[src/source/vna_sample_pkg.sv]
package vna_sample_pkg;

    // Component width, also the width of magnitude and phase fields
    localparam int sample_w = 16;

    // Complex baseband sample as delivered by a receiver channel
    typedef struct packed {
        logic signed [sample_w-1:0] i;
        logic signed [sample_w-1:0] q;
    } iq_t;

    // Phase is a binary angle, a full turn is 2^16
    typedef struct packed {
        logic [sample_w-1:0] mag;
        logic [sample_w-1:0] phase;
    } polar_t;

    // One channel word, read as I/Q before the CORDIC and as polar after it
    typedef union packed {
        iq_t    iq;
        polar_t polar;
    } chan_word_u;

    // Port 1 forward/reverse and port 2 forward/reverse
    typedef struct packed {
        chan_word_u a1;
        chan_word_u b1;
        chan_word_u a2;
        chan_word_u b2;
    } chan_set_t;

endpackage

[src/source/cordic_vectoring.sv]
`timescale 1ns/1ns

module cordic_vectoring import vna_sample_pkg::*; #(
    parameter int CORDIC_STAGES = 12
) (
    input  logic       aclk,
    input  logic       rst_n,
    input  logic       in_valid,
    input  chan_word_u in_word,
    output logic       out_valid,
    output chan_word_u out_word
);

    localparam int guard_w = 4;
    localparam int xy_w = sample_w + 2 + guard_w;   // Room for pre-rotation and CORDIC gain
    localparam int ang_w = sample_w + 4;

    // atan(2^-k) in binary angle units, 2^20 per turn
    function automatic logic [ang_w-1:0] atan_tab(input int k);
        case (k)
            0:  atan_tab = ang_w'(131072);
            1:  atan_tab = ang_w'(77376);
            2:  atan_tab = ang_w'(40884);
            3:  atan_tab = ang_w'(20753);
            4:  atan_tab = ang_w'(10417);
            5:  atan_tab = ang_w'(5213);
            6:  atan_tab = ang_w'(2607);
            7:  atan_tab = ang_w'(1304);
            8:  atan_tab = ang_w'(652);
            9:  atan_tab = ang_w'(326);
            10: atan_tab = ang_w'(163);
            11: atan_tab = ang_w'(81);
            12: atan_tab = ang_w'(41);
            13: atan_tab = ang_w'(20);
            14: atan_tab = ang_w'(10);
            15: atan_tab = ang_w'(5);
            default: atan_tab = ang_w'(166886 >> k);  // Small angle, atan(x) ~ x
        endcase
    endfunction

    logic signed [xy_w-1:0] x_q [CORDIC_STAGES+1];
    logic signed [xy_w-1:0] y_q [CORDIC_STAGES+1];
    logic [ang_w-1:0] z_q [CORDIC_STAGES+1];
    logic [CORDIC_STAGES:0] v_q;
    logic signed [xy_w-1:0] i_ext;
    logic signed [xy_w-1:0] q_ext;
    logic signed [xy_w-1:0] mag_full;
    logic [ang_w-1:0] ph_full;

    assign i_ext = xy_w'(in_word.iq.i) <<< guard_w;
    assign q_ext = xy_w'(in_word.iq.q) <<< guard_w;

    // Fold the left half-plane onto the right one
    always_ff @(posedge aclk) begin
        if (in_word.iq.i[sample_w-1]) begin
            if (!in_word.iq.q[sample_w-1]) begin
                x_q[0] <= q_ext;
                y_q[0] <= -i_ext;
                z_q[0] <= ang_w'(1) << (ang_w - 2);    // +90 deg
            end else begin
                x_q[0] <= -q_ext;
                y_q[0] <= i_ext;
                z_q[0] <= ang_w'(3) << (ang_w - 2);    // -90 deg
            end
        end else begin
            x_q[0] <= i_ext;
            y_q[0] <= q_ext;
            z_q[0] <= '0;
        end
    end

    for (genvar k = 0; k < CORDIC_STAGES; k++) begin : g_stage
        always_ff @(posedge aclk) begin
            if (y_q[k][xy_w-1]) begin  // Below the axis, rotate up
                x_q[k+1] <= x_q[k] - (y_q[k] >>> k);
                y_q[k+1] <= y_q[k] + (x_q[k] >>> k);
                z_q[k+1] <= z_q[k] - atan_tab(k);
            end else begin
                x_q[k+1] <= x_q[k] + (y_q[k] >>> k);
                y_q[k+1] <= y_q[k] - (x_q[k] >>> k);
                z_q[k+1] <= z_q[k] + atan_tab(k);
            end
        end
    end

    always_ff @(posedge aclk or negedge rst_n) begin
        if (!rst_n) begin
            v_q <= '0;
        end else begin
            v_q <= {v_q[CORDIC_STAGES-1:0], in_valid};
        end
    end

    // Round off guard bits, gain stays in the magnitude
    assign mag_full = (x_q[CORDIC_STAGES] + xy_w'(1 << (guard_w - 1))) >>> guard_w;
    assign ph_full = z_q[CORDIC_STAGES] + ang_w'(1 << (ang_w - sample_w - 1));

    always_comb begin
        if (mag_full > xy_w'(2 ** sample_w - 1)) begin
            out_word.polar.mag = '1;
        end else begin
            out_word.polar.mag = mag_full[sample_w-1:0];
        end
        out_word.polar.phase = ph_full[ang_w-1 -: sample_w];
    end

    assign out_valid = v_q[CORDIC_STAGES];

    a_valid_latency: assert property (@(posedge aclk) disable iff (!rst_n)
        out_valid == $past(in_valid && rst_n, CORDIC_STAGES + 1))
        else $error("CORDIC output valid does not follow input valid");

endmodule

[config.mk]
export PLATFORM = sky130hd
export DESIGN_NAME = cordic_vectoring
export DESIGN_NICKNAME = d
export VERILOG_FILES = /design/src/source/vna_sample_pkg.sv /design/src/source/cordic_vectoring.sv
export SDC_FILE = /design/constraint.sdc
export NUM_CORES = 2
export LEC_CHECK = 0
export ABC_AREA = 1
export BUFFER_PORTS_ARGS = -buffer_cell sky130_fd_sc_hd__buf_2
export CORE_UTILIZATION = 67
export CTS_BUF_LIST = sky130_fd_sc_hd__clkbuf_4 sky130_fd_sc_hd__clkbuf_8
export DETAILED_ROUTE_END_ITERATION = 8
export GPL_ROUTABILITY_DRIVEN = 1
export PLACE_DENSITY = 0.9
export REMOVE_ABC_BUFFERS = 1
export SYNTH_ARGS = -nofsm -noshare
export SYNTH_HDL_FRONTEND = slang
export SYNTH_SLANG_ARGS = --single-unit
export TNS_END_PERCENT = 50
[constraint.sdc]
create_clock -name aclk -period 3.6 [get_ports aclk]
set_input_delay 0.72 -clock aclk [delete_from_list [all_inputs] [get_ports aclk]]
set_output_delay 0.72 -clock aclk [all_outputs]
set_load 0.02 [all_outputs]
## Word-level counts from Yosys, hierarchy flattened

Memories as Yosys holds them, arrays and structs flattened.
Index checks and enable logic that the tools add are counted.

| operators by class | value |
|---|---|
| add/subtract/negate cells | 75 |
| magnitude comparators | 1 |
| muxes and demuxes | 86 |
| bitwise operators | 42 |

Operators with widths:

| cell | number |
|---|---|
| $mux W22 | 28 |
| $mux W20 | 14 |
| $add A22 B11 Y22 | 2 |
| $add A22 B12 Y22 | 2 |
| $add A22 B13 Y22 | 2 |
| $add A22 B14 Y22 | 2 |
| $add A22 B15 Y22 | 2 |
| $add A22 B16 Y22 | 2 |
| $add A22 B17 Y22 | 2 |
| $add A22 B18 Y22 | 2 |
| $add A22 B19 Y22 | 2 |
| $add A22 B20 Y22 | 2 |
| $add A22 B21 Y22 | 2 |
| $neg A20 Y22 | 2 |
| $sub A22 B11 Y22 | 2 |
| $sub A22 B12 Y22 | 2 |
| $sub A22 B13 Y22 | 2 |
| $sub A22 B14 Y22 | 2 |
| $sub A22 B15 Y22 | 2 |
| $sub A22 B16 Y22 | 2 |
| $sub A22 B17 Y22 | 2 |
| $sub A22 B18 Y22 | 2 |
| $sub A22 B19 Y22 | 2 |
| $sub A22 B20 Y22 | 2 |
| other kinds (33) | 118 |

| storage, ports and cells | value |
|---|---|
| memories | 3 |
| bits in writable memories | 832 |
| output and inout bits | 33 |
| flip-flop bits (word level) | 13 |

Memory list:

| memory | depth | bits a word | read ports | clocked after Yosys merged registers in | wr ports | RTL line | text |
|---|---|---|---|---|---|---|---|
| x_q | 13 | 22 | 13 | 0 | 13 | cordic_vectoring.sv:41 | `logic signed [xy_w-1:0] x_q [CORDIC_STAGES+1];` |
| y_q | 13 | 22 | 12 | 0 | 13 | cordic_vectoring.sv:42 | `logic signed [xy_w-1:0] y_q [CORDIC_STAGES+1];` |
| z_q | 13 | 20 | 13 | 0 | 13 | cordic_vectoring.sv:43 | `logic [ang_w-1:0] z_q [CORDIC_STAGES+1];` |

## Logic depth before layout (Yosys ltp)

| logic depth | value |
|---|---|
| depth after elaboration | 5 |
| mapped depth | 21 |
| mapped depth without buffers | 21 |

## Worst setup path after synthesis

Ideal clock, no wire load.

| timing | value |
|---|---|
| path type | reg2reg |
| from | memory y_q[3][43] (netlist name) |
| to | memory y_q[4][9] (netlist name) |
| path buffers | 2 |
| arrival | 2.814 ns |
| library setup time | 0.112 ns |
| stages on the path, launching flop included | 14 |
| path slack | 0.674 ns |
| period minus slack after synthesis | 2.926 ns |
| cells stage by stage | dfxtp_1 buf_2 clkinv_1 clkbuf_1 o21ai_0 ha_1 nand3_1 nand3_1 a21boi_0 o21ai_0 nand2_1 nand2_1 nand2_1 nand2_1 |

RTL lines:

| item | RTL line |
|---|---|
| from (decl) | cordic_vectoring.sv:42 |

==> impl_metrics.py <==
metrics = {
    "layout": {
        "multiInputGateArea_mm2": 0.0414,
        "fin_util": 0.735,
        "drive_gt1_frac": 0.0375,
        "nNetsFinal": 9943,
        "area_growth_pct": 7.87,
        "stdcell_count": 10400,
        "regArea_mm2": 0.0147,
        "fillerInstances": 7384,
    },
    "yosys": {
        "synthDistinctLibCells": 53,
        "ys.flop_type": "dfxtp_1",
        "synth_cells": 8981,
        "synthArstFlopShare": 0.0182,
        "syn-cell-area_mm2": 0.0606,
        "ys_seq_area_frac": 0.243,
        "avgSynthCellArea_um2": 6.75,
        "ys_seq_elements": 713,
        "synth_warnings": 0,
        "synth_edf_count": 38,
    },
    "routing": {
        "vias_per_cell": 5.91,
        "ant_nets": 0,
        "num_vias": 61600,
        "drt_iter0_markers": 6073,
        "drt_wl_total_um": 180000,
        "wire_per_inst_um": 17.3,
        "first_pass_iters": 9,
        "drc_errors": 2,
    },
    "setup_path": {
        "cpMostUsedCell": "nand2_2",
        "cp.depth": 9,
        "worstSetupPathType": "register to output pin",
        "crit_chain": "ha_1 -> nand2_2 -> nor2_4 -> nand3_2 -> nor2_2 -> xnor2_1 -> nand2_2 -> nand2_1 -> buf_2",
        "cp_top_family": "simple AND/OR/NAND/NOR gates",
        "worst-r2r-cell-count": 12,
        "crit_buf_inv": 1,
        "critical-path-max-stage-delay_ns": 0.49,
        "endpoint_kind": "output pin",
        "critPathMaxFanout": 16,
        "cp_data_required_time_ns": 2.88,
        "worst_setup_path_start_kind": "register",
        "worstPathArrival_ns": 2.68,
        "critPathSlowestCell": "dfxtp_1",
    },
    "grt": {
        "grt_pass1_wl_um": 286000,
        "gr-total-overflow": 0,
        "antenna_found_initial": 4,
        "grt_max_degree": 38,
        "first_global_vias": 58300,
        "grt.total_usage": 0.385,
    },
    "outcome": {
        "failed_checks": "DRC",
        "outcome": "finished, violations left",
    },
    "floorplan": {
        "rows": 109,
        "die-area_mm2": 0.0916,
        "die_y_um": 303,
        "io_pins": 68,
        "initial_utilization": 0.681,
        "fp.dieW_um": 303,
        "core-area_mm2": 0.0889,
    },
    "clocking": {
        "cts_made_buffers": 117,
        "cts_tree": "yes",
        "clock_path_buffers": 3,
        "htree_levels": 3,
        "cts.sinks": 713,
        "clockRootBuffer": "clkbuf_8",
        "clkTransAtPathRegs_ns": 0.07,
        "clk-insertion-delay-late_ns": 0.81,
    },
    "flow_run": {
        "maxCapViolCount": 0,
    },
    "timing": {
        "worst-slew-pin-transition_ns": 0.915,
        "final_hold_viol_count": 0,
        "max_freq_mhz": 294,
        "fin_tns_setup_ns": 0,
        "min_period_ns": 3.40,
        "rsz0062_at_grt": "yes",
        "maxSlewHeadroom": 0.389,
        "maxSlewViolCount": 0,
        "setup_viol": 0,
        "fin_skew_ns": 0.0259,
        "fin_crit_sh": 0.945,
    },
    "placed_design": {
        "dp_cells": 10200,
        "place.port_buffers": 67,
        "gp_congestion": 1.08,
        "post-dp-hpwl_um": 146000,
    },
    "hold_path": {
        "hp-class": "input pin to register",
        "hold_depth": 3,
    },
}
stage by stage:
step	hold WS [ns]	instance area [um^2]	setup WS, ns
after floorplan	0.310	60400	0.0625
after global placement	0.310	62400	0.365
after detailed placement	0.312	62400	0.275
after CTS	0.157	65300	0.205
after global routing	0.218	65400	-0.00131
final	0.196	65400	0.198
cell type report:
| class | instances | share of cell area |
|---|---|---|
| clock buffer | 159 | 0.0316 |
| tap | 1165 | 0.0223 |
| inverter | 1140 | 0.0655 |
| antenna | 3 | 0.000115 |
| timing repair buffer | 100 | 0.00919 |
| sequential | 713 | 0.225 |
| multi-input combinational | 7089 | 0.634 |
| clock inverter | 59 | 0.0125 |
Yosys cell counts, types with 2 or more instances:
cell type  number  area share
dfrtp_1        13      0.0054
nand4_1       196       0.020
o21ai_0       537       0.044
or2_2          17      0.0018
buf_4           2     0.00025
nand3_1       577       0.048
a21boi_0       54      0.0067
o21ai_2         2     0.00029
fa_1           26      0.0086
nor2_1        859       0.053
nor3_1        178       0.015
o211ai_1       11      0.0014
nand2b_1        5     0.00052
inv_1        1135       0.070
buf_1           7     0.00043
clkinv_1        4     0.00025
a31oi_1        35      0.0036
o21a_1         49      0.0061
nand2_1      2085        0.13
xor2_1        568       0.082
o21ai_1         8     0.00066
nand3b_1       28      0.0035
buf_2          20      0.0017
nor3b_1         5     0.00062
xnor2_1       171       0.025
nor4_1         36      0.0037
a211oi_1        5     0.00062
conb_1          2     0.00012
a21oi_1       749       0.062
dfxtp_1       662        0.22
o21bai_1       22      0.0027
a21o_1         44      0.0055
ha_1          721        0.15
and2_1          3     0.00031
nor2_2          2     0.00021
o22ai_1         5     0.00052
o311a_1         4     0.00066
o31ai_1        35      0.0043
clkbuf_1       47      0.0029
nand2_2         2     0.00021
edfxtp_1       38       0.019
path summary, 6_finish.rpt:
| kind | startpoint | to | slack [ns] |
|---|---|---|---|
| min | in_word[16] | y_q[0][4]$_DFFE_PP_ | 0.20 |
| min in group asynchronous | rst_n | v_q[2]$_DFF_PN0_ | 0.34 |
| min reg2reg | z_q[0][142]$_DFF_P_ | z_q[1][2]$_DFF_P_ | 0.33 |
| max reg2reg | y_q[4][8]$_DFF_P_ | x_q[9][15]$_DFF_P_ | 0.29 |
| max in group asynchronous | rst_n | v_q[8]$_DFF_PN0_ | 3.02 |
| max | x_q[12][3]$_DFF_P_ | out_word[29] | 0.20 |
per-layer routing:
layer	GRT usage	share of wire	up-vias
met5	0	0.000072	-
met4	0.199	0.053	2
met3	0.0660	0.091	637
met2	0.639	0.45	3016
met1	0.478	0.41	28000
li1	-	-	30000
sequential cells by signal (all words and copies together), names as in the netlist:
name / count
x_q: 270
y_q: 239
z_q: 191
v_q: 13
logic make-up (layout without fill, tap and decap cells):
family | Yosys count | count (layout) | share of synthesized area
buffers and inverters | 1217 | 1458 | 0.0761
and+or+nand+nor | 3999 | 3999 | 0.277
xor gates and xnor gates | 739 | 739 | 0.107
other | 2 | 43 | 0.000124
AOI/OAI and AO/OA | 1563 | 1563 | 0.140
adders and majority gates | 747 | 747 | 0.157
muxes | 1 | 1 | 0.000165
DFF | 713 | 713 | 0.243
cells in the final DEF (no fill, tap or decap), types with 53 or more instances in the layout:
cell and count:
nand2_1 2085, inv_1 1134, nor2_1 858, a21oi_1 749, ha_1 721, dfxtp_1 662
nand3_1 577, xor2_1 568, o21ai_0 535, nand4_1 196, nor3_1 177, xnor2_1 171
clkbuf_8 139, buf_2 67, a21boi_0 53
worst register-to-register path, cell delays in order, from the launching register on:
cell and delay [ns]:
dfxtp_1 0.45, inv_1 0.11, ha_1 0.29, o21ai_0 0.63, ha_1 0.37, nand3_1 0.09
nand2_1 0.18, a21boi_0 0.43, o21ai_0 0.25, nand2_1 0.13, nand2_1 0.06, nand2_1 0.05
nand2_1 0.13
timing repair:
item,CTS,global route
resized for setup,0,6
hold endpoints to repair,14,0
buffers inserted,0,0
endpoints found under the setup margin,0,9
hold buffers,2,0
Power is not shown: default switching activity piles up to over one toggle a cycle in this logic, so the estimate is an artifact.
