===== config.mk =====
export PLATFORM = sky130hd
export DESIGN_NAME = phase_mag_averager
export DESIGN_NICKNAME = d
export VERILOG_FILES = /design/src/source/vna_sample_pkg.sv /design/src/source/vna_sweep_pkg.sv /design/src/source/phase_mag_averager.sv
export SDC_FILE = /design/constraint.sdc
export NUM_CORES = 1
export LEC_CHECK = 0
export ABC_AREA = 1
export BUFFER_PORTS_ARGS = -buffer_cell sky130_fd_sc_hd__buf_2
export CORE_MARGIN = 2
export CORE_UTILIZATION = 45
export DETAILED_ROUTE_END_ITERATION = 6
export PLACE_DENSITY_LB_ADDON = 0.12
export SETUP_SLACK_MARGIN = 0.5
export SYNTH_ARGS = -nofsm -noshare
export SYNTH_HDL_FRONTEND = slang
export SYNTH_SLANG_ARGS = --single-unit

===== constraint.sdc =====
create_clock -name aclk -period 4.15 [get_ports aclk]
set_input_delay 0.83 -clock aclk [delete_from_list [all_inputs] [get_ports aclk]]
set_output_delay 0.83 -clock aclk [all_outputs]
set_load 0.05 [all_outputs]

===== src/source/vna_sample_pkg.sv =====
package vna_sample_pkg;

    // Component width, also the width of magnitude and phase fields
    localparam int sample_w = 16;

    // Complex baseband sample as delivered by a receiver channel
    typedef struct packed {
        logic signed [sample_w-1:0] i;
        logic signed [sample_w-1:0] q;
    } iq_t;

    // Phase is a binary angle, a full turn is 2^16
    typedef struct packed {
        logic [sample_w-1:0] mag;
        logic [sample_w-1:0] phase;
    } polar_t;

    // One channel word, read as I/Q before the CORDIC and as polar after it
    typedef union packed {
        iq_t    iq;
        polar_t polar;
    } chan_word_u;

    // Port 1 forward/reverse and port 2 forward/reverse
    typedef struct packed {
        chan_word_u a1;
        chan_word_u b1;
        chan_word_u a2;
        chan_word_u b2;
    } chan_set_t;

endpackage


===== src/source/vna_sweep_pkg.sv =====
package vna_sweep_pkg;

    // Width of the sweep length exponent
    localparam int log2_w = 4;

    // Sweep phases
    typedef enum logic [1:0] {
        idle,
        accum,
        finish
    } sweep_state_e;

endpackage


===== src/source/phase_mag_averager.sv =====
`timescale 1ns/1ns

module phase_mag_averager import vna_sample_pkg::*; import vna_sweep_pkg::*; #(
    parameter int MAX_LOG2_SAMPLES = 12
) (
    input  logic              aclk,
    input  logic              rst_n,
    input  logic              sweep_clear,
    input  logic              take,
    input  logic              finish,
    input  logic [log2_w-1:0] active_log2,
    input  chan_set_t         polar_in,
    output chan_set_t         results
);

    localparam int acc_w = sample_w + MAX_LOG2_SAMPLES;

    chan_word_u chan [4];
    chan_word_u mean [4];
    logic signed [sample_w-1:0] rel_ph [4];
    logic [acc_w-1:0] mag_sum [4];
    logic signed [acc_w-1:0] ph_sum [4];

    assign chan[0] = polar_in.a1;
    assign chan[1] = polar_in.b1;
    assign chan[2] = polar_in.a2;
    assign chan[3] = polar_in.b2;

    // Phase relative to a1, wraps into +-180 deg
    always_comb begin
        for (int c = 0; c < 4; c++) begin
            rel_ph[c] = chan[c].polar.phase - chan[0].polar.phase;
        end
    end

    always_ff @(posedge aclk) begin
        for (int c = 0; c < 4; c++) begin
            if (sweep_clear) begin
                mag_sum[c] <= '0;
                ph_sum[c] <= '0;
            end else if (take) begin
                mag_sum[c] <= mag_sum[c] + acc_w'(chan[c].polar.mag);
                ph_sum[c] <= ph_sum[c] + acc_w'(rel_ph[c]);
            end
        end
    end

    // Sweep length is a power of two, so the mean is a shift
    always_comb begin
        for (int c = 0; c < 4; c++) begin
            mean[c].polar.mag = sample_w'(mag_sum[c] >> active_log2);
            mean[c].polar.phase = sample_w'(ph_sum[c] >>> active_log2);
        end
    end

    always_ff @(posedge aclk or negedge rst_n) begin
        if (!rst_n) begin
            results <= '0;
        end else if (sweep_clear) begin
            results <= '0;
        end else if (finish) begin
            results <= '{a1: mean[0], b1: mean[1], a2: mean[2], b2: mean[3]};
        end
    end

endmodule


# Yosys cells after proc, flatten, opt, wreduce, memory -nomap -nowiden
# Memories as Yosys holds them, arrays and structs flattened.
# Cells that the tools add are included.
# word_totals
register_bits,128
latchBits,0
ram_bits,224
rom_bits,0
output_inout_bits,128
elab_cells,50
mem_count,2
# memory_table
memory,words,width,read_ports,rd_ports_with_merged_regs,wr,line_no,source
mag_sum,4,28,4,0,4,phase_mag_averager.sv:21,logic [acc_w-1:0] mag_sum [4];
ph_sum,4,28,4,0,4,phase_mag_averager.sv:22,logic signed [acc_w-1:0] ph_sum [4];
# op_classes
addsub,12
n_mul,0
n_div,0
order_cmp,0
eq_ne,0
shifts,8
n_mux,15
n_bitwise,8
n_reduce_logical,1
# ops
op,count
two-way mux 128 bit,2
adder 28 x 16 -> 28 bit,8
two-way mux 28 bit,8
>> shifter 28 x 4 -> 16 bit,4
>>> shifter 28 x 4 -> 16 bit,4
subtractor 16 bit,4
bitwise OR 1 bit,8
two-way mux 1 bit,5
nonzero test 2 bit,1

# Logic depth before layout (Yosys ltp)
# Gate-level depths: netlist of the first run.
# logic_depth
word_depth,4
mapped_depth,25

# Worst setup path after synthesis of the first run
# Ideal clock, no wire load.
# synth_path
kind,input to register
from,input sweep_clear
to,"memory mag_sum[0][0] (netlist bit), enable pin"
arrival_ns,4.056
t_required_ns,2.593
setup_slack_ns,-1.463
path_stages,2
n_path_buf,0
path_cell_list,inv_1 -> nand2_1
# synth_lines
element,line_no,source
start: declaration,phase_mag_averager.sv:8,"input logic sweep_clear,"
end: declaration,phase_mag_averager.sv:21,

==> reports/results.md, run 1 <==
Worst setup path
- ph_sum[3][0]$_SDFFCE_PN0P_ — reg-to-reg critical path startpoint
- 3.85 ns — Arr. time, crit path
- 12 — depth of the worst register-to-register path
- 1.55 ns — reg2reg setup slack
- input pin to flop — type of the worst setup path
- 12 — critical path fanouts, max
- ph_sum[3][24]$_SDFFCE_PN0P_ — Reg2Reg Capture Point
- input pin — critical path launch point type
- 4.50 ns — required time reported for the critical path endpoint
- flop — Crit. End Element

Timing
- 0.0430 ns — Worst Clk Skew
- 3.49 ns — shortest clock period the worst path allows after layout
- 0.332 ns — tightest hold margin
- 0.842 — Tcrit/Tclk final
- 0.249 — Max-slew headroom
- 1.13 ns — slew at the pin closest to its max-slew limit
- 0 — Final Slew Violations
- 286 MHz — maximum achievable frequency
- 0 — Setup-failing EPs final
- yes — RSZ-0062 raised after global routing
- 0.656 ns — setup ws final
- 0 — hold violation count in the final report
- 0 ns — setup total negative slack

Drt
- 5.56 — per-cell via count in the routed design
- 106 mm — drt total wl
- 32100 — number of vias in the routed layout
- 6 — first-pass detailed-route iteration total
- 2940 — initial detailed-routing violation count
- 18.3 microns — routed wire length per instance
- 0 — number of remaining DRC errors
- 0 — final antenna-violating net count

Global routing
- 29200 — via count of the first global-routing pass
- 210 — largest net degree at the start of global routing
- 164 mm — wire length of the first global-routing pass
- 0.296 — global-route usage over all layers
- 0 — remaining global-route overflow
- 3 — number of antenna violations at the first check in global routing

Synthesis
- 4647 — number of standard cells after synthesis
- 4990 — total nets after synthesis
- 0.290 — share of the yosys chip area belonging to registers
- 6.46 sq um — Post-Syn Area per Cell
- edfxtp_1 — most used flip-flop cell after synthesis
- 30000 sq um — cell area after synthesis
- 196 — EDFF count, synth
- 0 — Synth warnings
- 52 — number of unique standard cell types used by synthesis
- 309 — Yosys reg bits
- 0.366 — post-synthesis async set-or-reset flop share

Placed design
- 5689 — placed cells
- 264 — count of input and output buffers
- -0.138 ns — Worst Setup Slack post-DPL
- 81.2 mm — Detail Placement HPWL
- 0.971 — final RePlAce weighted congestion
- 32400 sq um — post-detailed-placement cell area

Clock tree
- clkbuf_16 — clock root buffer
- 309 — Sink Count
- 0.06 ns — clock-pin slew of the registers on the worst-case setup and hold paths
- 2 — H-tree depth
- built — TritonCTS clock tree
- 0.60 ns — Clock Latency Late Sink
- 42 — total clock buffers created by CTS
- 0 — count of hold-fix buffers inserted at cts
- 3 — Max clock buf depth

Cells and area
- nand2_1 (1623), nor2_1 (416), nand3_1 (360) — commonest cells after routing, fill and taps aside
- 0.114 — layout cells sized above 1
- 5213 — Final #Nets
- 6883 — number of filler cells placed in the layout
- 13.9% — layout-stage area growth over the synthesis result
- nand2_1 — commonest non-fill, non-tap cell in the layout
- 34200 sq um — cell area after layout
- 0 — antenna diode count
- 5767 — number of standard cells in the final layout excluding fillers

Run
- 0 — total of max-cap violations

Floorplanning
- 265 — Boundary Pins
- 0.456 — initial core utilization
- 65900 sq um — core box area
- 262 microns — die width
- 94 — placement row count
- 262 microns — Die Y
- 68800 sq um — die area

Outcome
- finished, final reports clean — outcome

Power
- 0.000271 V — maximum ir drop on the vdd rail
- 16.8 nW — leak pwr
- 396 nW/um^2 — power per cell area

Hold path
- input pin to asynchronous set/reset pin — type of the most critical hold path

final cells by class:
cell class,instances,area [sq um],share of cell area
multi-input combinational,3783,19400,0.566
inverter,356,1360,0.0397
tap,864,1080,0.0316
sequential,309,8710,0.255
timing repair buffer,378,2320,0.0679
clock inverter,24,208,0.00607
clock buffer,53,1150,0.0338
worst max-delay path: stages:
cell	delay, ns
buf_2	0.07
inv_1	0.07
buf_4	0.14
ha_1	0.32
a21oi_1	0.17
nand2_1	0.12
nand2_1	0.10
nand2_2	0.09
nand2_2	0.09
nand2_1	0.06
nand2_1	0.09
nand2_1	0.09
buf_12	0.16
ha_2	0.38
nand2_1	0.10
nor2_2	0.12
inv_1	0.10
nor3_2	0.25
nand4_1	0.18
nand3_2	0.12
nand2_1	0.05
nand2_1	0.05
nor2_1	0.05
flip-flops by register name, indices dropped and copies added (netlist names):
| signal | count |
|---|---|
| ph_sum | 84 |
| results | 113 |
| mag_sum | 112 |
logic make-up (layout without fill, tap and decap cells):
| kind of cell | count (synthesis) | in the layout | share of synthesized area |
|---|---|---|---|
| XOR/XNOR | 41 | 41 | 0.0120 |
| AO/OA/AOI/OAI | 954 | 954 | 0.178 |
| buffers and inverters | 555 | 811 | 0.0800 |
| flip-flops | 309 | 309 | 0.290 |
| adder cells (fa/ha/maj) | 206 | 206 | 0.0883 |
| multiplexers | 24 | 24 | 0.00800 |
| AND/OR/NAND/NOR | 2558 | 2558 | 0.344 |
through the flow:
step / util / total power [mW]
2_1_floorplan: - / 7.84
3_3_place_gp: 0.492 / 9.64
3_5_place_dp: 0.492 / 9.64
4_1_cts: 0.513 / 13.4
5_1_grt: 0.519 / 14.4
6_report: 0.519 / 13.5
per-layer routing:
layer	global-route usage	vias to the layer above	part of all wire
li1	-	16100	-
met5	0	-	0
met1	0.454	14800	0.49
met4	0.0594	0	0.018
met2	0.435	1051	0.42
met3	0.0473	119	0.077
cell usage after synthesis, drive strengths merged (32+ instances only):
| cell type | number | area share |
|---|---|---|
| a21o | 32 | 0.0080 |
| a21oi | 319 | 0.053 |
| a31oi | 36 | 0.0077 |
| buf | 120 | 0.025 |
| clkbuf | 79 | 0.010 |
| dfrtp | 113 | 0.094 |
| edfxtp | 196 | 0.20 |
| ha | 196 | 0.082 |
| inv | 355 | 0.045 |
| nand2 | 1639 | 0.21 |
| nand3 | 365 | 0.061 |
| nand4 | 41 | 0.0085 |
| nor2 | 426 | 0.053 |
| nor3 | 52 | 0.0087 |
| o211ai | 59 | 0.015 |
| o21ai | 414 | 0.070 |
power by group:
part | internal, mW | total, mW | switching (mW)
logic | 1.89 | 5.78 | 3.89
registers | 3.70 | 4.09 | 0.388
clock network | 2.11 | 3.68 | 1.57
total | 7.70 | 13.5 | 5.85
worst max-delay path by stage:
| stage | cells after the start | start | slack [ns] | end |
|---|---|---|---|---|
| 6_report | 23 | polar_in[98] | 0.66 | ph_sum[2][22]$_SDFFCE_PN0P_ |
| 2_1_floorplan | 19 | polar_in[98] | 0.52 | ph_sum[3][26]$_SDFFCE_PN0P_ |
| 4_1_cts | 20 | polar_in[99] | 0.51 | ph_sum[2][22]$_SDFFCE_PN0P_ |
| 3_3_place_gp | 20 | polar_in[99] | -0.12 | ph_sum[2][22]$_SDFFCE_PN0P_ |
| 5_1_grt | 23 | polar_in[98] | 0.39 | ph_sum[2][22]$_SDFFCE_PN0P_ |
| 3_5_place_dp | 18 | polar_in[96] | -0.14 | ph_sum[2][27]$_SDFFCE_PN0P_ |
what timing repair did:
item / 4_1_cts / 5_1_grt
buffers inserted: 0 / 1
pin swaps: 0 / 9
resized for setup: 1 / 109
cloned: 0 / 0
setup endpoints to repair: 1 / 49
(Power assumes the default switching activity.)
==> run 2, diff against run 1 <==
==> constraint.sdc (replaced) <==
create_clock -name aclk -period 2.8 [get_ports aclk]
set_input_delay 0.56 -clock aclk [delete_from_list [all_inputs] [get_ports aclk]]
set_output_delay 0.56 -clock aclk [all_outputs]
set_load 0.05 [all_outputs]
==> reports/results.md, run 2 (synthesized netlist as in run 1, its figures left out) <==
Outcome
- finished with violations — outcome
- negative setup slack — violations in the final reports

Clock tree
- 0.06 ns — clock-pin slew of the registers on the worst-case setup and hold paths, about the same
- clkbuf_16 — clock root buffer
- 0.59 ns — Clock Latency Late Sink, about the same
- 2 — H-tree depth, unchanged
- 41 — total clock buffers created by CTS, -2.4%
- 3 — Max clock buf depth, unchanged
- 0 — count of hold-fix buffers inserted at cts, unchanged
- 309 — Sink Count, unchanged
- built — TritonCTS clock tree

Cells and area
- 0.298 — layout cells sized above 1, +0.184
- 5579 — Final #Nets, +7.0%
- 6130 — number of standard cells in the final layout excluding fillers, +6.3%
- nand2_1 (1431), buf_4 (388), nor2_1 (346) — commonest cells after routing, fill and taps aside
- 40.0% — layout-stage area growth over the synthesis result
- 42000 sq um — cell area after layout, +23%
- 113 — flip-flop count of the largest register, all copies and words added, unchanged
- 5852 — number of filler cells placed in the layout, -15%
- 0 — antenna diode count, unchanged
- nand2_1 — commonest non-fill, non-tap cell in the layout
- results — Biggest register
- results x113, mag_sum x112, ph_sum x84 — Regs by FF count

Hold path
- input pin to asynchronous set/reset pin — type of the most critical hold path

Drt
- 3660 — initial detailed-routing violation count, +24%
- 0 — final antenna-violating net count, unchanged
- 34300 — number of vias in the routed layout, +7.1%
- 5.60 — per-cell via count in the routed design, +0.75%
- 114 mm — drt total wl, +7.7%
- 5 — first-pass detailed-route iteration total, -1
- 18.6 microns — routed wire length per instance, +1.4%
- 0 — number of remaining DRC errors, unchanged

Timing
- 0 — Final Slew Violations, unchanged
- 2.93 ns — shortest clock period the worst path allows after layout
- 0.541 — Max-slew headroom, +0.293
- 0.688 ns — slew at the pin closest to its max-slew limit, -0.438 ns
- yes — RSZ-0062 raised after global routing
- 0 — hold violation count in the final report, unchanged
- 1.05 — Tcrit/Tclk final
- -0.130 ns — setup ws final, -0.785 ns
- 33 — Setup-failing EPs final, +33
- -1.61 ns — setup total negative slack, -1.61 ns
- 341 MHz — maximum achievable frequency
- 0.0316 ns — Worst Clk Skew, -0.0114 ns

Worst setup path
- input pin to flop — type of the worst setup path
- 3 — critical path fanouts, max, -9
- 0.39 ns — delay of the slowest cell on the worst path, about the same
- buf_8 -> ha_4 -> fa_2 -> o21ai_4 -> buf_4 -> nand4_1 -> nand3_1 -> xor2_1 -> buf_4 -> ha_4 -> nand2_4 -> inv_2 -> a21boi_4 -> o21bai_4 -> nand3b_1 -> nor2_1 -> nor2_1 — cell-by-cell listing of the critical path
- input pin — critical path launch point type
- 3.13 ns — required time reported for the critical path endpoint, -1.37 ns
- fa_2 — master of the slowest instance on the critical path
- 3.26 ns — Arr. time, crit path, -0.59 ns
- flop — Crit. End Element

Floorplanning
- 0.456 — initial core utilization, unchanged
- 265 — Boundary Pins, unchanged
- 262 microns — Die Y, unchanged
- 68800 sq um — die area, unchanged
- 262 microns — die width, unchanged
- 65900 sq um — core box area, unchanged
- 94 — placement row count, unchanged

Run
- 0 — total of max-cap violations, unchanged

Power
- 0.247 — register share of total power, -0.055
- 19.7 nW — leak pwr, +17%
- 0.543 — Comb power frac, +0.117
- 10.9 mW — switching power summed over all nets, +86%
- 0.210 — clock network fraction of design power, -0.062
- 595 nW/um^2 — power per cell area, +50%
- 14.1 mW — cell-internal power, +83%
- 0.000428 V — maximum ir drop on the vdd rail, +58%
- 0.435 — switching share of total power, +0.00367

Placed design
- 36300 sq um — post-detailed-placement cell area, +12%
- 264 — count of input and output buffers, unchanged
- 84.3 mm — Detail Placement HPWL, +3.8%
- 5957 — placed cells, +4.7%
- 0.969 — final RePlAce weighted congestion, -0.27%

Global routing
- 30900 — via count of the first global-routing pass, +6.0%
- 114 — largest net degree at the start of global routing, -46%
- 0 — remaining global-route overflow, unchanged
- 1 — number of antenna violations at the first check in global routing, -2
- 0.311 — global-route usage over all layers, +0.0151
- 173 mm — wire length of the first global-routing pass, +5.9%

run 2: cell count changes in the layout (fill, tap and decap cells not counted), sizes merged:
| cell | previous run | this run |
|---|---|---|
| nand2 | 1639 | 1642 |
| clkinvlp | 2 | 6 |
| clkinv | 14 | 10 |
| bufinv | 2 | 0 |
| inv | 362 | 357 |
| clkbuf | 53 | 56 |
| buf | 378 | 742 |
run 2: routing by layer:
metal,vias to the layer above,global-route usage,wire [microns],share of wire
met5,-,0,0,0
li1,16800,-,-,-
met2,1432,0.458,48500,0.43
met4,0,0.0547,1790,0.016
met3,110,0.0483,10500,0.092
met1,16000,0.481,52900,0.47
run 2: final cells by class:
class | count | area (sq um) | share of cell area
multi-input combinational | 3786 | 23800 | 0.567
sequential | 309 | 8710 | 0.207
timing repair buffer | 742 | 5620 | 0.134
inverter | 356 | 1480 | 0.0351
clock buffer | 56 | 1200 | 0.0285
tap | 864 | 1080 | 0.0257
clock inverter | 17 | 109 | 0.00259
run 2: repair_timing:
action / CTS / global route
pin swaps: 310 / 249
resized for setup: 559 / 306
cloned: 3 / 0
setup buffers: 57 / 40
endpoints found under the setup margin: 77 / 119
run 2: worst max-delay path: cells and delay by family:
family | cells | cell delay [ns]
buf+inv | 4 | 0.51
xor+xnor | 1 | 0.19
simple gates | 6 | 0.69
fa+ha+maj | 3 | 0.76
compound gates | 3 | 0.53
run 2: power by group through the flow:
stage                     Combinational [mW]  Sequential, mW  Clock [mW]
after CTS                               12.1            6.13        5.32
after floorplan                         5.93            6.51           0
final                                   13.6            6.19        5.26
after global placement                  10.0            6.19           0
after detailed placement                10.1            6.20           0
after global routing                    14.6            6.22        5.49
run 2: per-stage QoR:
| stage | hold slack, ns | utilization | total power, mW | setup slack [ns] |
|---|---|---|---|---|
| 4_1_cts | 0.0143 | 0.613 | 23.5 | -0.00948 |
| 2_1_floorplan | 0.264 | - | 12.4 | -0.282 |
| 3_3_place_gp | 0.458 | 0.551 | 16.2 | -0.792 |
| 5_1_grt | 0.0445 | 0.638 | 26.3 | -0.251 |
| 6_report | 0.00633 | 0.638 | 25.0 | -0.130 |
| 3_5_place_dp | 0.462 | 0.551 | 16.3 | -0.811 |
run 2: path summary, 6_finish.rpt:
check	from	endpoint	slack, ns	cells past startpoint
max reg2reg	ph_sum[1][0]$_SDFFCE_PN0P_	ph_sum[1][10]$_SDFFCE_PN0P_	0.44	12
max	polar_in[96]	ph_sum[3][18]$_SDFFCE_PN0P_	-0.13	17
min	rst_n	results[16]$_DFFE_PN0P_	0.006	1
min in group aclk	polar_in[80]	mag_sum[1][0]$_SDFFCE_PN0P_	0.40	4
min reg2reg	results[87]$_DFFE_PN0P_	results[87]$_DFFE_PN0P_	0.47	2
max in group asynchronous	rst_n	results[33]$_DFFE_PN0P_	2.09	2
