$ cat src/source/vna_sweep_pkg.sv
package vna_sweep_pkg;

    // Width of the sweep length exponent
    localparam int log2_w = 4;

    // Sweep phases
    typedef enum logic [1:0] {
        idle,
        accum,
        finish
    } sweep_state_e;

endpackage

$ cat src/source/sample_counter.sv
`timescale 1ns/1ns

module sample_counter import vna_sweep_pkg::*; #(
    parameter int MAX_LOG2_SAMPLES = 12
) (
    input  logic              aclk,
    input  logic              rst_n,
    input  logic              sweep_clear,
    input  logic              take,
    input  logic [log2_w-1:0] num_samples_log2,
    output logic              final_take,
    output logic [log2_w-1:0] active_log2
);

    logic [MAX_LOG2_SAMPLES:0] count;
    logic [MAX_LOG2_SAMPLES:0] target;

    assign target = {{MAX_LOG2_SAMPLES{1'b0}}, 1'b1} << active_log2;
    assign final_take = take && ((count + 1'b1) == target);

    always_ff @(posedge aclk or negedge rst_n) begin
        if (!rst_n) begin
            count <= '0;
            active_log2 <= '0;
        end else if (sweep_clear) begin
            count <= '0;
            if (num_samples_log2 > log2_w'(MAX_LOG2_SAMPLES)) begin
                active_log2 <= log2_w'(MAX_LOG2_SAMPLES);   // Clamp to accumulator range
            end else begin
                active_log2 <= num_samples_log2;
            end
        end else if (take) begin
            count <= count + 1'b1;
        end
    end

    a_count_range: assert property (@(posedge aclk) disable iff (!rst_n)
        count <= target)
        else $error("Sample count ran past the sweep length");

endmodule

$ cat config.mk
export PLATFORM = sky130hd
export DESIGN_NAME = sample_counter
export DESIGN_NICKNAME = d
export VERILOG_FILES = /design/src/source/vna_sweep_pkg.sv /design/src/source/sample_counter.sv
export SDC_FILE = /design/constraint.sdc
export NUM_CORES = 1
export LEC_CHECK = 0
export BUFFER_PORTS_ARGS = -buffer_cell sky130_fd_sc_hd__buf_2
export CAP_MARGIN = 5
export CORE_ASPECT_RATIO = 0.5
export CORE_MARGIN = 10
export CORE_UTILIZATION = 35
export CTS_CLUSTER_SIZE = 24
export DETAILED_ROUTE_END_ITERATION = 12
export MAX_ROUTING_LAYER = met4
export PLACE_DENSITY = 0.57
export SYNTH_ARGS = -nofsm -noshare
export SYNTH_HDL_FRONTEND = slang
export SYNTH_SLANG_ARGS = --single-unit
$ cat constraint.sdc
create_clock -name aclk -period 5 [get_ports aclk]
set_clock_uncertainty 0.15 [all_clocks]
set_input_delay 0.75 -clock aclk [delete_from_list [all_inputs] [get_ports aclk]]
set_output_delay 0.75 -clock aclk [all_outputs]
set_load 0.02 [all_outputs]
### Word-level counts from Yosys, hierarchy flattened

Index checks and enable logic that the tools add are counted.

| cells by class | value |
|---|---|
| add/subtract/negate cells | 1 |
| shift-type cells | 1 |
| reduce and logical (&&, ||, !) cells | 2 |
| multiplexer cells | 3 |
| equal/unequal tests | 1 |
| magnitude comparators | 1 |

Operators by type and width:

| operator | count |
|---|---|
| 2-to-1 mux 13 bit | 2 |
| adder 13 x 1 -> 13 bit, second input constant | 1 |
| equality test 13 bit | 1 |
| left shift 1 x 4 -> 13 bit, first input constant | 1 |
| > comparator 4 bit, second input constant | 1 |
| 2-to-1 mux 4 bit | 1 |
| nonzero test 2 bit | 1 |
| logical AND 1 bit | 1 |

| word-level totals | value |
|---|---|
| flip-flop bits (word level) | 17 |
| word-level logic and storage cells | 11 |
| output and inout bits | 5 |

### Depth between registers and ports, before layout

Gate-level depths: netlist of run 1.

| depth | value |
|---|---|
| word-level depth | 3 |
| mapped depth | 8 |
| gate-level depth less buffers | 7 |

### Least setup slack after synthesis of run 1

OpenSTA, ideal clock, no wires.

| timing path | value |
|---|---|
| path kind | register to output |
| start point | register count[0] |
| end point | output final_take |
| stages on the path, launching flop included | 8 |
| buffers on the path | 0 |
| arrival | 2,197 ps |
| setup slack | 1,903 ps |
| cells stage by stage | dfrtp_1 ha_1 nand4_2 or3_1 a2111oi_2 o21ai_1 a21o_1 nor3_2 |

| between the ends | value |
|---|---|
| longest elaborated chain between the ends | 3 |

RTL lines:

| item | RTL line | source |
|---|---|---|
| from (decl) | sample_counter.sv:15 | `logic [MAX_LOG2_SAMPLES:0] count;` |
| from (signal assigned) | sample_counter.sv:33 | `count <= count + 1'b1;` |
| adder 13 x 1 -> 13 bit | sample_counter.sv:19 | `assign final_take = take && ((count + 1'b1) == target);` |
| equality test 13 bit | sample_counter.sv:19 |  |
| logical AND 1 bit | sample_counter.sv:19 |  |
| to (decl) | sample_counter.sv:11 | `output logic final_take,` |

No other way between the ends.

### Worst setup path after layout of run 1

Same ends and word-level chain as after synthesis.

==> results of run 1 <==
through the flow:
step | std cells | worst slack, ps | power [mW] | instance area, um^2
finish | 210 | 1487 | 0.3187 | 1454
floorplan | 158 | 1903 | 0.1955 | 1364
global placement | 206 | 1826 | 0.2110 | 1405
detailed placement | 206 | 1760 | 0.2121 | 1405
global route | 210 | 1308 | 0.3360 | 1454
CTS | 210 | 1465 | 0.3241 | 1454
state kept, by name, summed over array words and instances, names as in the netlist:
name,count
active_log2,4
count,13
area by class of cell:
type / instances / area [um^2] / share of cell area (%)
Multi-Input combinational cell: 122 / 840.8 / 57.83
Clock inverter: 1 / 7.507 / 0.5164
Clock buffer: 3 / 41.29 / 2.840
Inverter: 4 / 15.01 / 1.033
Sequential cell: 17 / 425.4 / 29.26
Tap cell: 51 / 63.81 / 4.389
Timing Repair Buffer: 12 / 60.06 / 4.131
cells in the mapped netlist (all sizes together), types with 3 or more instances:
master and n:
nand2 11, and3 3, mux2i 4, clkbuf 5, nor4b 4, buf 10
a21oi 3, dfrtp 17, o21ai 8, nand4 9, nor2 13, or3 5
nor3 5, inv 4, xor2 10, nand3 10, xnor2 12
final timing paths:
path / from / to / slack, ps
worst max register to register: count[0] / count[10] / 3060
worst min register to register: count[12] / count[12] / 430
worst min-delay path: rst_n / count[3] / 260
worst max-delay path: count[0] / final_take / 1490
max in group asynchronous: rst_n / count[10] / 4160
min in group aclk: count[12] / count[12] / 430
cell families after synthesis:
| group | Yosys count | synth area share, % |
|---|---|---|
| muxes | 6 | 4.587 |
| adders and majority gates | 1 | 0.9173 |
| AOI/OAI and AO/OA | 22 | 11.10 |
| DFF | 17 | 31.19 |
| buffers and inverters | 19 | 7.156 |
| and+or+nand+nor | 71 | 30.92 |
| xor gates and xnor gates | 22 | 14.13 |
critical path, stage by stage, from the launching register on:
cell       delay (ps)
dfrtp_1           460
ha_1              320
nand4_2           180
or3_1             390
a2111oi_2         370
o21ai_1           110
a21o_1            200
nor3_2            150
buf_2             180
per-layer routing:
| layer | wire (um) | up-vias | global-route usage [%] | share of wire (%) |
|---|---|---|---|---|
| met5 | 0 | - | - | 0 |
| met4 | 27 | 0 | 1.961 | 0.84 |
| met3 | 131 | 2 | 2.400 | 4.1 |
| met2 | 1424 | 32 | 14.15 | 44 |
| met1 | 1649 | 559 | 13.18 | 51 |
| li1 | - | 578 | - | - |
report_power, final:
group | internal (mW) | switching (mW) | total [mW] | leakage (nW)
Sequential | 0.142 | 0.0131 | 0.155 | 0.229
Clock | 0.0562 | 0.0531 | 0.109 | 0.0217
Combinational | 0.0236 | 0.0307 | 0.0543 | 0.311
Total | 0.222 | 0.0968 | 0.319 | 0.561
layout by cell type (no fill, tap or decap), types with 2 or more instances in the layout:
| cell type | instances |
|---|---|
| a21o_1 | 2 |
| nor4_1 | 2 |
| clkbuf_8 | 3 |
| nor2_1 | 13 |
| xnor2_1 | 12 |
| mux2i_1 | 4 |
| xor2_1 | 10 |
| nand2_1 | 11 |
| inv_1 | 4 |
| and3_1 | 3 |
| nor4bb_1 | 2 |
| nand4_1 | 8 |
| buf_2 | 12 |
| mux2_2 | 2 |
| nand3_1 | 9 |
| nor4b_1 | 4 |
| or3_1 | 5 |
| dfrtp_1 | 17 |
| nor3b_1 | 2 |
| a21oi_1 | 3 |
| nor3_1 | 4 |
| o21ai_0 | 7 |
==> run_results.csv, run 1 <==
group,metric,value,unit
run,max_cap_viol_count,0,
cts,hold_buffers,0,
yosys,yosys_warnings,0,
placement,gp_congestion,0.9012,
timing,maxSlewHeadroom,61.94,%
critical_path,critPathMaxFanout,7,
global_routing,grt_pass1_vias,1067,
floorplan,core,0.003585,mm^2
yosys,ys_async_sr_fraction,100.0,%
floorplan,dieWidth,108.3,um
timing,holdWs,257.5,ps
critical_path,critPathKind,"flip-flop to primary output",
floorplan,pin_count,13,
placement,io_buffers,12,
power,vdd_ir_drop_max,124.6,uV
timing,setup_viol,0,
floorplan,dieArea,0.006945,mm^2
critical_path,reg2regPathDepth,6,
placement,post-dp-hpwl,2310,um
cts,cts_sinks,17,
yosys,synth_area_leader_cell,"dfrtp_1",
cts,clock_path_buffers,2,
timing,final-hold-violation-count,0,
hold_path,hp-class,"input port to asynchronous set/reset pin",
detailed_routing,drc_errors,0,
finish,area_growth,6.605,%
finish,nNetsFinal,169,
yosys,synth_nets,167,
timing,tightestPinTransition,563.0,ps
yosys,ys_seq_area_share,31.19,%
finish,antenna_cells,0,
timing,timing.fmax,284.7,MHz
cts,root_buffer,"clkbuf_8",
detailed_routing,first_pass_iters,4,
detailed_routing,ant_nets,0,
global_routing,grtUsageTotal,9.695,%
yosys,ys_types,44,
floorplan,chipHeight,64.14,um
cts,cts.repair.resized,0,
yosys,ys_ff_latch,17,
detailed_routing,wl_per_cell,15.39,um
global_routing,gr-total-overflow,0,
cts,ctsHtreeMaxLevel,1,
detailed_routing,via_per_inst,5.576,
yosys,synth.cell_area,0.001364,mm^2
timing,drv_slew,0,
yosys,post_synth.cell_area_avg,8.632,um^2
yosys,syn_inst,158,
critical_path,start_kind,"flip-flop",
yosys,synthTopCellsByArea,"dfrtp_1, xnor2_1, xor2_1",
critical_path,critPathCaptureType,"primary output",
critical_path,crit_required,4100,ps
floorplan,initial_utilization,38.05,%
global_routing,grt_max_degree,20,
cts,clkTransAtPathRegs,70,ps
timing,tns,0,ps
yosys,synth-edff-count,0,
yosys,synth_top_area_share,31.19,%
timing,rsz0062_at_grt,"false",
cts,cts_setup_buffers,0,
finish,n_fill_cell,377,
finish,drive_above_1_share,14.47,%
detailed_routing,routed_wl,3232,um
global_routing,grt_antenna_before_repair,0,
power,leakagePower,0.5612,nW
cts,clk_latency,260,ps
run_status,status,"finished clean",
detailed_routing,vias,1171,
cts,cts_made_buffers,3,
detailed_routing,drtIter0Drc,58,
floorplan,rows,15,
finish,final_util,40.56,%
power,p_per_area,219.2,mW/mm^2
yosys,synth_ff_type,"dfrtp_1",
cts,tritoncts,"yes",
timing,fin_crit_sh,70.26,%
global_routing,grt_pass1_wl,5326,um
timing,period_minus_slack,3513,ps
critical_path,crit_arrival,2610,ps
(Power assumes the default switching activity.)
==> inputs of run 2 (changes only) <==
Settings changed: ABC_AREA set to 1.
Clock period 5 ns to 3.3 ns, I/O delays scaled along.
==> run_results.csv, run 2 <==
group,metric,value,unit
run_status,status,"finished clean",
critical_path,critPathKind,"flip-flop to primary output",
power,switching_share,32.12,%
finish,top_register,"count",
power,vdd_ir_drop_max,117.3,uV
critical_path,cp_num_buf_inv,1,
finish,antenna_cells,0,
yosys,synthTopCellsByArea,"dfrtp_1, nand2_1, nand3_1",
detailed_routing,ant_nets,0,
detailed_routing,routed_wl,3547,um
detailed_routing,vias,1369,
power,combPwrFrac,18.4,%
critical_path,crit_arrival,2000,ps
yosys,yosysMostFrequentCell,"nand2_1",
global_routing,grtUsageMet3,2.434,%
critical_path,crit_required,2650,ps
floorplan,core,0.003510,mm^2
placement,post-dp-hpwl,2696,um
timing,tightestPinTransition,452.8,ps
cts,cts_sinks,17,
detailed_routing,drc_errors,0,
global_routing,grtUsageMet2,15.80,%
cts,hold_buffers,0,
cts,clk_latency,260,ps
cts,ctsHtreeMaxLevel,1,
cts,tritoncts,"yes",
floorplan,rows,15,
timing,timing.fmax,378.1,MHz
power,leakagePower,0.7023,nW
yosys,synth_top_area_share,32.54,%
placement,io_buffers,12,
detailed_routing,first_pass_iters,4,
timing,worst_slack,655.0,ps
global_routing,gr-total-overflow,0,
floorplan,dieWidth,106.4,um
critical_path,cp_common_cell,"nor2_1",
timing,fin_crit_sh,80.15,%
power,switching_power,154.8,uW
global_routing,top_usage_layer,"met2",
detailed_routing,via_per_inst,4.978,
run,max_cap_viol_count,0,
finish,reg_top3,"count: 13 flops, active_log2: 4 flops",
detailed_routing,wl_per_cell,12.90,um
yosys,synth_ff_type,"dfrtp_1",
yosys,ys_ff_latch,17,
global_routing,grt_pass1_vias,1301,
power,power.internal,327.2,uW
finish,area_growth,11.20,%
yosys,synth_top_cells_by_count,"nand2_1, inv_1, nand3_1",
power,seqPwrFrac,46.8,%
floorplan,dieArea,0.006729,mm^2
power,clkPwrFrac,34.8,%
yosys,post_synth.cell_area_avg,6.167,um^2
cts,root_buffer,"clkbuf_8",
timing,holdWs,13.63,ps
finish,largest_reg_flops,13,
timing,drv_slew,0,
global_routing,grt_pass1_wl,6030,um
timing,setup_viol,0,
critical_path,crit_family,"simple AND/OR/NAND/NOR gates",
floorplan,pin_count,13,
timing,rsz0062_at_grt,"false",
global_routing,grt_antenna_before_repair,0,
finish,nNetsFinal,234,
cts,cts_setup_buffers,0,
yosys,ys_async_sr_fraction,100.0,%
timing,tns,0,ps
critical_path,critPathCaptureType,"primary output",
cts,clkTransAtPathRegs,70,ps
hold_path,hp-class,"input port to asynchronous set/reset pin",
cts,cts.repair.resized,0,
finish,final_cell_mix,"nand2_1, inv_1, nand3_1",
floorplan,initial_utilization,37.25,%
placement,dp_slack,946.6,ps
critical_path,crit_chain,"ha_1 -> nand3_1 -> nor2_1 -> nand2_1 -> nand3b_1 -> nand2_1 -> nor2_1 -> nand3_1 -> nor2_1 -> buf_2",
cts,cts_made_buffers,3,
critical_path,cp_slowest_cell,"dfrtp_1",
power,p_total,482.1,uW
cts,clock_path_buffers,2,
detailed_routing,drtIter0Drc,82,
global_routing,grtUsageTotal,11.18,%
floorplan,chipHeight,63.22,um
finish,final_common_cell,"nand2_1",
critical_path,critPathMaxFanout,5,
critical_path,start_kind,"flip-flop",
yosys,ys_types,16,
timing,period_minus_slack,2645,ps
yosys,yosys_warnings,0,
yosys,synth_area_leader_cell,"dfrtp_1",
global_routing,grt_max_degree,18,
yosys,syn_inst,212,
critical_path,crit_path_max_incr_delay,420,ps
power,p_per_area,331.6,mW/mm^2
placement,gp_congestion,0.8427,
finish,drive_above_1_share,9.375,%
yosys,ys_seq_area_share,32.54,%
timing,final-hold-violation-count,0,
finish,final_util,41.43,%
yosys,synth_nets,221,
global_routing,use_met1,15.31,%
timing,maxSlewHeadroom,69.78,%
yosys,synth-edff-count,0,
yosys,synth.cell_area,0.001308,mm^2
[run 2: cell types whose count changed after synthesis, moves of 5 or more]
cell,previous run,this run
inv_1,4,28
nand2_1,11,75
nand3_1,9,27
nor2_1,13,21
o22ai_1,0,10
or3_1,5,0
xnor2_1,12,0
xor2_1,10,0
[run 2: worst paths after layout]
| check | cells after the start | slack [ps] | from | endpoint |
|---|---|---|---|---|
| max | 10 | 660 | count[1] | final_take |
| min reg2reg | 2 | 420 | count[12] | count[12] |
| min in group aclk | 3 | 300 | num_samples_log2[2] | active_log2[2] |
| max in group asynchronous | 1 | 2690 | rst_n | count[2] |
| min | 1 | 10 | rst_n | count[1] |
| max reg2reg | 6 | 1690 | count[1] | count[10] |
[run 2: stage by stage]
| stage | std cells | area [um^2] |
|---|---|---|
| after floorplan | 212 | 1308 |
| after global placement | 271 | 1409 |
| after detailed placement | 271 | 1409 |
| after CTS | 275 | 1454 |
| after global routing | 275 | 1454 |
| final | 275 | 1454 |
[run 2: final cells by class]
type | count | area (um^2)
Fill cell | 382 | 2056
Multi-Input combinational cell | 161 | 747.0
Sequential cell | 17 | 425.4
Inverter | 30 | 112.6
Tap cell | 51 | 63.81
Timing Repair Buffer | 12 | 60.06
Clock buffer | 4 | 45.04
[run 2: cell families (layout without fill, tap and decap cells)]
logic type      Yosys count  in the layout  synth area share [%]
buf+inv                  34             46                 10.33
compound gates           19             19                 8.229
simple gates            141            141                 47.94
flops                    17             17                 32.54
fa+ha+maj                 1              1                0.9568
[run 2: routing by layer]
metal  part of all wire (%)  up-vias
li1                       -      711
met1                     53      619
met2                     41       35
met3                    4.2        4
met4                    1.3        0
met5                      0        -
[run 2: worst register-to-register path: stages, from the launching register on]
cell     delay, ps
dfrtp_1        420
ha_1           240
nand3_1        140
nor2_1         230
nand3_1        130
nand2_1        110
o22ai_1         60
[run 2: power groups by stage]
| stage | Combinational (mW) | Clock, mW | Sequential (mW) |
|---|---|---|---|
| floorplan | 0.0555 | 0 | 0.233 |
| global placement | 0.0889 | 0 | 0.229 |
| detailed placement | 0.0885 | 0 | 0.230 |
| CTS | 0.0887 | 0.171 | 0.226 |
| global route | 0.101 | 0.183 | 0.228 |
| finish | 0.0885 | 0.168 | 0.226 |
==> inputs of run 3 (changes only) <==
Settings changed: ABC_AREA 1 to 0, PLACE_DENSITY 0.57 to 0.59.
Clock period 3.3 ns to 2.3 ns, I/O delays scaled along.
==> run_results.csv, run 3 (synthesized netlist as in run 1, its figures left out) <==
group,metric,value,unit
critical_path,reg2regPathDepth,5,
finish,multiInputGateArea,975.9,um^2
placement,placedCellCount,247,
detailed_routing,m1WireLength,1926,um
floorplan,dieWidth,108.3,um
timing,rsz0062_at_grt,"true",
detailed_routing,wl_met3,141,um
detailed_routing,routed_wl,3955,um
run_status,violations,"setup timing",
timing,worst_slack,-411.6,ps
cts,clkTransAtPathRegs,80,ps
finish,nNetsFinal,218,
power,p_per_area,402.4,mW/mm^2
finish,seqCellArea,436.7,um^2
critical_path,crit_arrival,2220,ps
timing,final-hold-violation-count,0,
power,switching_share,31.36,%
hold_path,hp-class,"input port to flip-flop",
finish,top_register,"count",
placement,dp_slack,-262.7,ps
finish,largest_reg_flops,13,
power,clkPwrFrac,30.8,%
detailed_routing,wl_per_cell,15.27,um
placement,post-dp-hpwl,2827,um
finish,drive_above_1_share,44.71,%
power,power.internal,545.3,uW
detailed_routing,vias,1352,
detailed_routing,ant_nets,0,
cts,ctsHtreeMaxLevel,1,
detailed_routing,via_per_inst,5.220,
finish,reg_top3,"count: 13 flops, active_log2: 4 flops",
detailed_routing,drtIter0Drc,87,
floorplan,core,0.003585,mm^2
critical_path,critPathMaxFanout,4,
power,switching_power,249.2,uW
timing,tightestPinTransition,422.5,ps
global_routing,gr-total-overflow,0,
critical_path,start_kind,"flip-flop",
detailed_routing,routed-wl-met2,1859,um
floorplan,dieArea,0.006945,mm^2
detailed_routing,first_pass_iters,4,
cts,tritoncts,"yes",
finish,final_common_cell,"buf_4",
hold_path,hold_depth,3,
global_routing,grt_pass1_wl,6327,um
floorplan,initial_utilization,38.05,%
floorplan,chipHeight,64.14,um
timing,fin_crit_sh,117.9,%
run,max_cap_viol_count,0,
power,vdd_ir_drop_max,209.3,uV
finish,fin_cells,259,
cts,root_buffer,"clkbuf_8",
finish,antenna_cells,0,
critical_path,crit_required,1800,ps
cts,clock_path_buffers,2,
critical_path,critPathCaptureType,"primary output",
global_routing,grt_max_degree,20,
run_status,status,"finished with violations",
global_routing,grtUsageTotal,11.38,%
timing,maxSlewHeadroom,71.83,%
finish,area_growth,44.77,%
cts,cts_made_buffers,3,
placement,gp_congestion,0.8382,
detailed_routing,drc_errors,0,
timing,period_minus_slack,2712,ps
timing,setup_viol,1,
cts,cts_sinks,17,
global_routing,grt_antenna_before_repair,0,
finish,n_fill_cell,336,
power,leakagePower,0.8285,nW
detailed_routing,routed.top_layer,"met4",
timing,timing.fmax,368.8,MHz
power,combPwrFrac,26.8,%
power,seqPwrFrac,42.4,%
finish,final_cell_mix,"buf_4, nor2_1, nand2_1, xnor2_1, buf_2",
cts,clk_latency,260,ps
placement,io_buffers,12,
finish,final_util,55.08,%
floorplan,pin_count,13,
critical_path,critPathKind,"flip-flop to primary output",
floorplan,rows,15,
timing,drv_slew,0,
global_routing,grt_pass1_vias,1298,
-- run 3: cell count changes in the layout (fill, tap and decap cells not counted), moves of 8 or more --
cell and change:
buf_4 +47, dfrtp_1 -9, dfrtp_2 +9, inv_1 -24, nand2_1 -64, nand3_1 -19
nor2_1 -8, o22ai_1 -10, xnor2_1 +11, xor2_1 +10
-- run 3: cell type report --
class / count / share of cell area (%)
flip-flops and latches: 17 / 22.12
repair buffers: 61 / 21.99
well taps: 51 / 3.232
clock inverters: 1 / 0.3802
inverters: 4 / 0.7605
multi-input cells: 122 / 49.43
clock buffers: 3 / 2.091
-- run 3: worst max-delay path, cell delays in order, from the launching register on --
cell and delay, ps:
dfrtp_2 420, ha_4 160, nand4_4 80, or3_4 390
a2111oi_4 300, o21ai_1 90, a21o_1 190, nor3_4 180
buf_6 140
-- run 3: final timing paths --
| check | startpoint | slack, ps | to |
|---|---|---|---|
| setup / recovery | count[1] | -410 | final_take |
| hold / removal | num_samples_log2[0] | 160 | active_log2[0] |
| setup reg to reg | count[7] | 390 | count[11] |
| hold reg to reg | count[12] | 430 | count[12] |
| max in group asynchronous | rst_n | 1270 | count[5] |
| min in group asynchronous | rst_n | 410 | count[7] |
-- run 3: routing by layer --
metal	vias to the layer above	GRT usage, %
li1	674	-
met1	651	14.78
met2	25	17.81
met3	2	2.200
met4	0	2.614
met5	-	-
-- run 3: power groups by stage --
| stage | sequential (mW) | clock, mW | combinational, mW |
|---|---|---|---|
| after CTS | 0.337 | 0.254 | 0.183 |
| final | 0.337 | 0.245 | 0.213 |
| after global placement | 0.339 | 0 | 0.172 |
| after floorplan | 0.337 | 0 | 0.101 |
| after global routing | 0.340 | 0.269 | 0.230 |
| after detailed placement | 0.340 | 0 | 0.175 |
-- run 3: per-stage QoR --
step           setup TNS, ps  instance area, um^2  hold WS (ps)  power (mW)
3_3_place_gp          -208.7                 1757         150.0      0.5114
6_report              -411.6                 1974         155.1      0.7945
3_5_place_dp          -262.7                 1757         152.6      0.5153
5_1_grt               -522.7                 1974         147.7      0.8393
2_1_floorplan         -91.95                 1411        -100.6      0.4380
4_1_cts               -440.5                 1857         153.2      0.7731
-- run 3: what timing repair did --
action / in CTS / in global routing
endpoints found under the setup margin: 1 / 1
pin swaps: 3 / 5
hold endpoints to repair: 17 / 0
hold buffers: 1 / 0
setup buffers: 0 / 7
gates resized for setup: 8 / 17
